### src/common/csi2_decomp_settings.svh
`ifndef CSI2_DECOMP_SETTINGS_SVH
`define CSI2_DECOMP_SETTINGS_SVH

// Datapath widths
`define CODE_W 8 // Compressed code
`define PIX_W 12 // Widest reconstructed pixel
`define POS_W 16 // Line length and position

`define HIST_DEPTH 4 // Pixels kept for prediction

// Saturation limits per output depth
`define PIX_MAX_10 1023
`define PIX_MAX_12 4095

// Format field of config_reg[2:0]
`define FMT_10_8_10 3
`define FMT_12_8_12 6

`endif

### src/common/csi2_decomp_pkg.sv
`include "csi2_decomp_settings.svh"

package csi2_decomp_pkg;

  typedef logic [`CODE_W-1:0] code_t; // One compressed code
  typedef logic [`PIX_W-1:0]  pixel_t; // One reconstructed pixel
  typedef logic [`POS_W-1:0]  pos_t; // Line length or position

  // Supported compression formats, values as in config_reg[2:0]
  typedef enum logic [2:0]
  {
    FMT_10 = `FMT_10_8_10,
    FMT_12 = `FMT_12_8_12
  } fmt_e;

  // Predictor in use
  typedef enum logic
  {
    PRED2 = 1'b0,
    PRED1 = 1'b1
  } pred_e;

endpackage

### src/source/decomp_cfg_regs.sv
module decomp_cfg_regs import csi2_decomp_pkg::*;
(
  input  logic       enc_data_vld,
  input  logic       rst,
  input  logic       cfg_wr,
  input  logic [4:0] config_reg,
  input  pos_t       num_pxls_per_line,
  output fmt_e       fmt,
  output pred_e      pred_sel,
  output pos_t       line_len,
  output logic       cfg_ok
);

  fmt_e  fmt_q;
  pred_e pred_q;
  pos_t  line_len_q;

  always_ff @(posedge enc_data_vld)
  begin
    if (rst)
    begin
      fmt_q      <= fmt_e'(3'b000); // Unsupported, keeps cfg_ok low
      pred_q     <= PRED1;
      line_len_q <= '0;
    end
    else if (cfg_wr)
    begin
      fmt_q      <= fmt_e'(config_reg[2:0]);
      pred_q     <= config_reg[3] ? PRED1 : PRED2; // Bit 3 set selects predictor 1
      line_len_q <= num_pxls_per_line;
    end
  end

  // Decoding needs a known format and room for the two start pixels
  always_comb
  begin
    cfg_ok = ((fmt_q == FMT_10) || (fmt_q == FMT_12)) && (line_len_q >= pos_t'(2));
  end

  assign fmt      = fmt_q;
  assign pred_sel = pred_q;
  assign line_len = line_len_q;

  // cfg_ok only comes up after a write of a supported format
  a_cfg_ok_fmt : assert property (
    @(posedge enc_data_vld) disable iff (rst)
    $rose(cfg_ok) |-> ($past(cfg_wr) && ($past(config_reg[2:0]) inside {FMT_10, FMT_12}))
  );

endmodule

### src/decoder/line_tracker.sv
module line_tracker import csi2_decomp_pkg::*;
(
  input  logic enc_data_vld,
  input  logic rst,
  input  logic cfg_wr,
  input  logic take,
  input  pos_t line_len,
  output pos_t pos,
  output logic first_pxl,
  output logic scnd_pxl
);

  pos_t pos_q;
  logic last_pxl;

  assign last_pxl = (pos_q >= line_len - pos_t'(1)); // Last code of the line

  always_ff @(posedge enc_data_vld)
  begin
    if (rst)
    begin
      pos_q <= '0;
    end
    else if (cfg_wr)
    begin
      pos_q <= '0; // New geometry restarts the line
    end
    else if (take)
    begin
      if (last_pxl)
      begin
        pos_q <= '0;
      end
      else
      begin
        pos_q <= pos_q + pos_t'(1);
      end
    end
  end

  assign pos       = pos_q;
  assign first_pxl = (pos_q == pos_t'(0));
  assign scnd_pxl  = (pos_q == pos_t'(1));

  // Codes only arrive with a valid config, so the count stays inside the line
  a_pos_in_line : assert property (
    @(posedge enc_data_vld) disable iff (rst)
    take |-> (pos_q < line_len)
  );

endmodule

### src/decoder/pixel_predictor.sv
`include "csi2_decomp_settings.svh"

module pixel_predictor import csi2_decomp_pkg::*;
(
  input  logic   enc_data_vld,
  input  logic   rst,
  input  pred_e  pred_sel,
  input  pos_t   pos,
  input  pixel_t new_pix,
  input  logic   new_pix_vld,
  output pixel_t pred
);

  pixel_t           hist [`HIST_DEPTH]; // Index 0 is the most recent pixel
  pixel_t           p1;
  pixel_t           p2;
  pixel_t           p3;
  pixel_t           p4;
  logic             mono;
  logic             same_side;
  logic [`PIX_W:0]  mean_sum;
  pixel_t           pred2;

  // History shift, one entry per decoded pixel
  always_ff @(posedge enc_data_vld)
  begin
    if (rst)
    begin
      for (int i = 0; i < `HIST_DEPTH; i++)
      begin
        hist[i] <= '0;
      end
    end
    else if (new_pix_vld)
    begin
      hist[0] <= new_pix;
      for (int i = 1; i < `HIST_DEPTH; i++)
      begin
        hist[i] <= hist[i-1];
      end
    end
  end

  assign p1 = hist[0];
  assign p2 = hist[1];
  assign p3 = hist[2];
  assign p4 = hist[3];

  // p1, p2, p3 run in one direction
  assign mono = ((p1 <= p2) && (p2 <= p3)) || ((p1 >= p2) && (p2 >= p3));

  // p1 relates to p3 as p2 relates to p4
  assign same_side = ((p1 <= p3) && (p2 <= p4)) || ((p1 >= p3) && (p2 >= p4));

  assign mean_sum = {1'b0, p2} + {1'b0, p4} + 1'b1; // Rounded mean, one bit of headroom

  always_comb
  begin
    case (pos)
      pos_t'(0) : pred2 = p1; // Raw pixel, prediction not used
      pos_t'(1) : pred2 = p1;
      pos_t'(2) : pred2 = p2;
      pos_t'(3) : pred2 = mono ? p1 : p2;
      default :
      begin
        if (mono)
        begin
          pred2 = p1;
        end
        else if (same_side)
        begin
          pred2 = p2;
        end
        else
        begin
          pred2 = mean_sum[`PIX_W:1];
        end
      end
    endcase
  end

  assign pred = (pred_sel == PRED1) ? p2 : pred2; // Predictor 1 is always two back

endmodule

### src/decoder/dpcm_decoder.sv
`include "csi2_decomp_settings.svh"

module dpcm_decoder import csi2_decomp_pkg::*;
(
  input  logic   enc_data_vld,
  input  logic   rst,
  input  logic   code_vld,
  input  logic   cfg_ok,
  input  code_t  enc_data_ip,
  input  fmt_e   fmt,
  input  pred_e  pred_sel,
  input  logic   first_pxl,
  input  logic   scnd_pxl,
  input  pixel_t pred,
  output logic   take,
  output pixel_t new_pix,
  output logic   new_pix_vld,
  output pixel_t dec_data_op,
  output logic   dec_data_vld
);

  logic            is_12;
  logic            is_raw;
  logic            is_pcm;
  logic            neg;
  pixel_t          mag;
  pixel_t          pix_max;
  pixel_t          raw_pix;
  pixel_t          pcm_v;
  pixel_t          pcm_pix;
  pixel_t          dpcm_pix;
  logic [`PIX_W:0] sum;
  logic [`PIX_W:0] diff;
  pixel_t          pix;

  assign take   = code_vld & cfg_ok;
  assign is_12  = (fmt == FMT_12);
  assign is_raw = first_pxl | (scnd_pxl & (pred_sel == PRED1)); // Unpredicted start of line

  assign pix_max = is_12 ? pixel_t'(`PIX_MAX_12) : pixel_t'(`PIX_MAX_10);

  // Raw pixel sits in the middle of its quantization step
  assign raw_pix = is_12 ? {enc_data_ip, 4'd8} : {2'b00, enc_data_ip, 2'd2};

  // Class decode, magnitude and sign of the step
  always_comb
  begin
    is_pcm = enc_data_ip[7];
    mag    = '0;
    neg    = 1'b0;
    if (!is_12)
    begin
      casez (enc_data_ip[7:5])
        3'b00? :
        begin
          mag = pixel_t'(enc_data_ip[4:0]); // DPCM1
          neg = enc_data_ip[5];
        end
        3'b010 :
        begin
          mag = pixel_t'({enc_data_ip[3:0], 1'b0}) + pixel_t'(32); // DPCM2
          neg = enc_data_ip[4];
        end
        3'b011 :
        begin
          mag = pixel_t'({enc_data_ip[3:0], 2'b00}) + pixel_t'(65); // DPCM3
          neg = enc_data_ip[4];
        end
        default : ;
      endcase
    end
    else
    begin
      casez (enc_data_ip[7:4])
        4'b0000 :
        begin
          mag = pixel_t'(enc_data_ip[2:0]); // DPCM1
          neg = enc_data_ip[3];
        end
        4'b011? :
        begin
          mag = pixel_t'({enc_data_ip[3:0], 1'b0}) + pixel_t'(8); // DPCM2
          neg = enc_data_ip[4];
        end
        4'b010? :
        begin
          mag = pixel_t'({enc_data_ip[3:0], 2'b00}) + pixel_t'(41); // DPCM3
          neg = enc_data_ip[4];
        end
        4'b001? :
        begin
          mag = pixel_t'({enc_data_ip[3:0], 3'b000}) + pixel_t'(107); // DPCM4
          neg = enc_data_ip[4];
        end
        4'b0001 :
        begin
          mag = pixel_t'({enc_data_ip[2:0], 4'b0000}) + pixel_t'(239); // DPCM5
          neg = enc_data_ip[3];
        end
        default : ;
      endcase
    end
  end

  // Extra bit catches the overflow and the borrow
  assign sum  = {1'b0, pred} + {1'b0, mag};
  assign diff = {1'b0, pred} - {1'b0, mag};

  always_comb
  begin
    if (neg)
    begin
      dpcm_pix = diff[`PIX_W] ? '0 : diff[`PIX_W-1:0]; // Clamp at black
    end
    else if (sum > {1'b0, pix_max})
    begin
      dpcm_pix = pix_max; // Clamp at full scale
    end
    else
    begin
      dpcm_pix = sum[`PIX_W-1:0];
    end
  end

  // PCM keeps the top bits, the offset depends on where the prediction lies
  assign pcm_v   = is_12 ? {enc_data_ip[6:0], 5'b00000} : {2'b00, enc_data_ip[6:0], 3'b000};
  assign pcm_pix = pcm_v + (is_12 ? pixel_t'(15) : pixel_t'(3))
                   + ((pcm_v <= pred) ? pixel_t'(1) : pixel_t'(0));

  always_comb
  begin
    if (is_raw)
    begin
      pix = raw_pix;
    end
    else if (is_pcm)
    begin
      pix = pcm_pix;
    end
    else
    begin
      pix = dpcm_pix;
    end
  end

  // Predictor history takes the pixel at the same edge as the output register
  assign new_pix     = pix;
  assign new_pix_vld = take;

  always_ff @(posedge enc_data_vld)
  begin
    if (rst)
    begin
      dec_data_op  <= '0;
      dec_data_vld <= 1'b0;
    end
    else
    begin
      dec_data_vld <= take;
      if (take)
      begin
        dec_data_op <= pix;
      end
    end
  end

  // Format of the decoded code, not the current one, bounds the output
  a_range_10 : assert property (
    @(posedge enc_data_vld) disable iff (rst)
    (dec_data_vld && ($past(fmt) == FMT_10)) |-> (dec_data_op <= pixel_t'(`PIX_MAX_10))
  );

endmodule

### src/source/csi2_decomp_top.sv
module csi2_decomp_top import csi2_decomp_pkg::*;
(
  input  logic       enc_data_vld,
  input  logic       rst,
  input  logic       cfg_wr,
  input  logic [4:0] config_reg,
  input  pos_t       num_pxls_per_line,
  input  logic       code_vld,
  input  code_t      enc_data_ip,
  output pixel_t     dec_data_op,
  output logic       dec_data_vld
);

  fmt_e   fmt;
  pred_e  pred_sel;
  pos_t   line_len;
  logic   cfg_ok;
  pos_t   pos;
  logic   first_pxl;
  logic   scnd_pxl;
  logic   take;
  pixel_t pred;
  pixel_t new_pix;
  logic   new_pix_vld;

  decomp_cfg_regs i_decomp_cfg_regs (
    .enc_data_vld      (enc_data_vld),
    .rst               (rst),
    .cfg_wr            (cfg_wr),
    .config_reg        (config_reg),
    .num_pxls_per_line (num_pxls_per_line),
    .fmt               (fmt),
    .pred_sel          (pred_sel),
    .line_len          (line_len),
    .cfg_ok            (cfg_ok)
  );

  line_tracker i_line_tracker (
    .enc_data_vld (enc_data_vld),
    .rst          (rst),
    .cfg_wr       (cfg_wr),
    .take         (take),
    .line_len     (line_len),
    .pos          (pos),
    .first_pxl    (first_pxl),
    .scnd_pxl     (scnd_pxl)
  );

  pixel_predictor i_pixel_predictor (
    .enc_data_vld (enc_data_vld),
    .rst          (rst),
    .pred_sel     (pred_sel),
    .pos          (pos),
    .new_pix      (new_pix),
    .new_pix_vld  (new_pix_vld),
    .pred         (pred)
  );

  dpcm_decoder i_dpcm_decoder (
    .enc_data_vld (enc_data_vld),
    .rst          (rst),
    .code_vld     (code_vld),
    .cfg_ok       (cfg_ok),
    .enc_data_ip  (enc_data_ip),
    .fmt          (fmt),
    .pred_sel     (pred_sel),
    .first_pxl    (first_pxl),
    .scnd_pxl     (scnd_pxl),
    .pred         (pred),
    .take         (take),
    .new_pix      (new_pix),
    .new_pix_vld  (new_pix_vld),
    .dec_data_op  (dec_data_op),
    .dec_data_vld (dec_data_vld)
  );

endmodule

### config.mk
export PLATFORM = sky130hd
export DESIGN_NAME = csi2_decomp_top
export DESIGN_NICKNAME = d
export VERILOG_FILES = /design/src/common/csi2_decomp_pkg.sv /design/src/source/decomp_cfg_regs.sv /design/src/decoder/line_tracker.sv /design/src/decoder/pixel_predictor.sv /design/src/decoder/dpcm_decoder.sv /design/src/source/csi2_decomp_top.sv
export VERILOG_INCLUDE_DIRS = /design/src /design/src/common
export SDC_FILE = /design/constraint.sdc
export NUM_CORES = 1
export LEC_CHECK = 0
export ABC_AREA = 1
export BUFFER_PORTS_ARGS = -buffer_cell sky130_fd_sc_hd__buf_2
export CAP_MARGIN = 20
export CORE_MARGIN = 5
export CORE_UTILIZATION = 50
export CTS_BUF_LIST = sky130_fd_sc_hd__clkbuf_8
export CTS_CLUSTER_DIAMETER = 100
export DETAILED_ROUTE_END_ITERATION = 6
export PLACE_DENSITY_LB_ADDON = 0.05
export SLEW_MARGIN = 40
export SYNTH_ARGS = -nofsm -noshare
export SYNTH_HDL_FRONTEND = slang
export SYNTH_HIERARCHICAL = 1
export SYNTH_SLANG_ARGS = --single-unit
export TNS_END_PERCENT = 10
### constraint.sdc
create_clock -name enc_data_vld -period 5.42 [get_ports enc_data_vld]
set_input_delay 0 -clock enc_data_vld [delete_from_list [all_inputs] [get_ports enc_data_vld]]
set_output_delay 0 -clock enc_data_vld [all_outputs]
set_load 0.005 [all_outputs]
==> flow_summary.json <==
{
  "status": "completed",
  "htree_levels": 3,
  "grt_max_degree": 49,
  "p_int_mw": 1.41,
  "cap_violations": 0,
  "p_leak_nw": 6.30,
  "die_y_um": 153,
  "post-route-period-util": 0.988,
  "diodes": 0,
  "fp.dieArea_um2": 23400,
  "crit_family": "simple AND/OR/NAND/NOR gates",
  "nets": 1884,
  "startpoint_type": "flip-flop",
  "crit_path_end": "i_dpcm_decoder/dec_data_op[5]$_SDFFE_PP0P_",
  "synth_area_leaders": "ha_1 (14%), nand2_1 (14%), edfxtp_1 (14%)",
  "synth_top_family_by_area": "simple AND/OR/NAND/NOR gates",
  "grt_use_total": 0.240,
  "synth-xor-area-share": 0.0334,
  "yosys_most_used_dff": "dfxtp_1",
  "rrSetupSlack_ns": 0.07,
  "final_max_slew_viol_count": 0,
  "fin_ws_ns": 0.0652,
  "wl_per_cell_um": 14.7,
  "rr_startpoint": "i_pixel_predictor/hist[1][10]$_SDFFCE_PN0P_",
  "worst_pin_slew_ns": 0.666,
  "synthesis.nets": 1710,
  "crit_cells": 42,
  "critPathSlowestCell": "edfxtp_1",
  "synth-edff-count": 48,
  "firstDrtPassIters": 6,
  "crit_arrival_ns": 5.64,
  "drt-total-wl_um": 29400,
  "skew_ns": 0.0285,
  "netlist_area_um2": 10200,
  "grt_pass1_wl_um": 46900,
  "numClockSinks": 97,
  "synth.distinct_cells": 57,
  "fin_crit_ns": 5.35,
  "setup_viol": 0,
  "worstSetupStartpoint": "i_pixel_predictor/hist[1][10]$_SDFFCE_PN0P_",
  "grt_pass1_vias": 9633,
  "layout-drive-gt1-share": 0.228,
  "final_cells": 2005,
  "die_w_um": 153,
  "syn-instance-count": 1556,
  "critPathMaxStageDelay_ns": 0.55,
  "antenna_found_initial": 0,
  "syn_avg_cell_area_um2": 6.57,
  "gp_congestion": 0.955,
  "hold_class": "in2reg",
  "clk_latency_ns": 0.39,
  "path_buf_inv": 6,
  "initial_core_util": 0.507,
  "synth-seq-area-share": 0.237,
  "post-dp-hpwl_um": 22900,
  "vias": 10400,
  "syn_to_final_growth_pct": 23.2,
  "cp-end-kind": "flip-flop",
  "clk_path_buf_depth": 2,
  "synth-adder-area-share": 0.150,
  "timing.final.hold_violations": 0,
  "r2r_cells": 42,
  "clk_pin_slew_worst_paths_ns": 0.12,
  "io_buffers": 44,
  "dr.first_iter.drc_count": 677,
  "rsz0062_at_grt": "true",
  "pwr-share-comb": 0.403,
  "r2r-end": "i_dpcm_decoder/dec_data_op[5]$_SDFFE_PP0P_",
  "place_ws_ns": 0.0450,
  "synth-seq-cells": 97,
  "swShare": 0.379,
  "p_seq_frac": 0.367,
  "async_flop_share": 0,
  "fp-row-count": 52,
  "synth-compound-area-share": 0.101,
  "min_path_cells": 2,
  "switchingPower_uw": 860,
  "post-place-cells": 1944,
  "max_freq_mhz": 187,
  "ant_nets": 0,
  "worstPathMaxFanout": 8,
  "synth_area_leader_cell": "ha_1",
  "drc": 0,
  "ir_drop_mv": 0.118,
  "core_um2": 20200,
  "ys_warn_count": 6,
  "synthSimpleGateAreaFrac": 0.362,
  "cts_buffers": 9,
  "cts_tree": "built",
  "crit_required_ns": 5.70,
  "root_buffer": "clkbuf_8",
  "relSlewSlack": 0.556,
  "routed_via_density": 5.17,
  "overflow": 0,
  "synth_top_area_frac": 0.144,
  "pwr-share-clk": 0.229,
  "power-per-cell-area_nw_per_um2": 180,
  "path_class": "reg2reg",
  "io_pins": 46,
  "synthMuxAreaShare": 0
}
## metrics by stage
stage	area, µm²	TNS, ns	util	hold WS [ns]	total power [mW]
after floorplan	10200	0	-	0.126	1.39
after global placement	11400	0	0.564	0.225	1.64
after detailed placement	11400	0	0.564	0.230	1.64
after CTS	11800	0	0.585	0.00673	2.18
after global routing	12600	-3.70	0.624	0.0293	2.42
final	12600	0	0.624	0.0114	2.27
## repair_timing
item | 4_1_cts | 5_1_grt
pin swaps | 0 | 53
gates cloned | 0 | 1
endpoints found under the hold margin | 21 | 0
setup endpoints to repair | 4 | 24
gates resized for setup | 1 | 126
hold buffers | 21 | 0
setup buffers | 2 | 21
## layer usage
metal,track usage,vias to the layer above,share of wire
li1,-,5349,-
met1,0.314,4728,0.45
met2,0.419,240,0.48
met3,0.0303,56,0.041
met4,0.0679,0,0.025
met5,0,-,0
## cells in the final DEF (no fill, tap or decap), types with 10 or more instances in the layout
cell           count
xnor2_1           11
nand4_1           22
nor2_1           218
buf_2             44
nand2_1          356
o22ai_1           15
o21ai_0           41
nor2_2            30
inv_1            206
nor3_1            15
inv_2             26
dfxtp_1           49
ha_4              25
clkbuf_8          10
ha_1              93
xor2_1            27
nand3_2           20
edfxtp_1          48
nand2_2           45
dlygate4sd3_1     21
nor2_4            10
a21oi_1           69
nand3_1           92
buf_4            135
## logic make-up (layout without fill, tap and decap cells)
kind of cell             count (synthesis)  after routing
buffers and inverters                  280            459
XOR/XNOR                                39             39
AO/OA/AOI/OAI                          177            177
adder cells (fa/ha/maj)                121            121
AND/OR/NAND/NOR                        842            842
flip-flops                              97             97
## cell type report
class                           instances  area (µm²)
Inverter                              236         898
Timing Repair Buffer                  207        1550
Clock inverter                          6        71.3
Fill cell                            1943        7580
Multi-Input combinational cell       1179        7180
Clock buffer                           10         138
Sequential cell                        97        2420
Tap cell                              270         338
## worst reg2reg max path, delay by kind of cell, from the launching register on
| family | cells | cell delay, ns |
|---|---|---|
| xor gates and xnor gates | 1 | 0.17 |
| DFF | 1 | 0.55 |
| and+or+nand+nor | 30 | 2.88 |
| buffers and inverters | 6 | 0.61 |
| AOI/OAI and AO/OA | 2 | 0.25 |
| adders and majority gates | 3 | 0.79 |
## state kept, by name, indices dropped and copies added, names as in the netlist
name                         count
i_pixel_predictor/hist          48
i_decomp_cfg_regs/line_len      16
i_line_tracker/pos              16
i_dpcm_decoder/dec_data_op      12
i_decomp_cfg_regs/fmt            3
i_decomp_cfg_regs/pred_sel       1
i_dpcm_decoder/dec_data_vld      1
## how the worst min path moves through the flow
stage	start	end	slack [ns]
after global placement	num_pxls_per_line[14]	i_decomp_cfg_regs/line_len[14]$_SDFFE_PP0P_	0.23
after CTS	rst	i_dpcm_decoder/dec_data_vld$_SDFF_PP0_	0.007
after detailed placement	num_pxls_per_line[10]	i_decomp_cfg_regs/line_len[10]$_SDFFE_PP0P_	0.23
after floorplan	config_reg[3]	i_decomp_cfg_regs/pred_sel$_SDFFE_PP1P_	0.13
after global routing	rst	i_dpcm_decoder/dec_data_vld$_SDFF_PP0_	0.03
final	rst	i_dpcm_decoder/dec_data_vld$_SDFF_PP0_	0.01
## power groups by stage
stage	clock [mW]	sequential (mW)	combinational, mW
after global placement	0	0.848	0.790
final	0.521	0.833	0.915
after floorplan	0	0.842	0.552
after global routing	0.565	0.839	1.02
after detailed placement	0	0.848	0.794
after CTS	0.536	0.832	0.813
## cell usage after synthesis (17+ instances only)
library cell / number
nand2_1: 388
nor2_1: 228
inv_1: 222
ha_1: 118
nand3_1: 104
a21oi_1: 73
dfxtp_1: 49
edfxtp_1: 48
o21ai_0: 42
xor2_1: 28
nor2_2: 26
nand4_1: 22
nor3_1: 17
(Power assumes the default switching activity.)
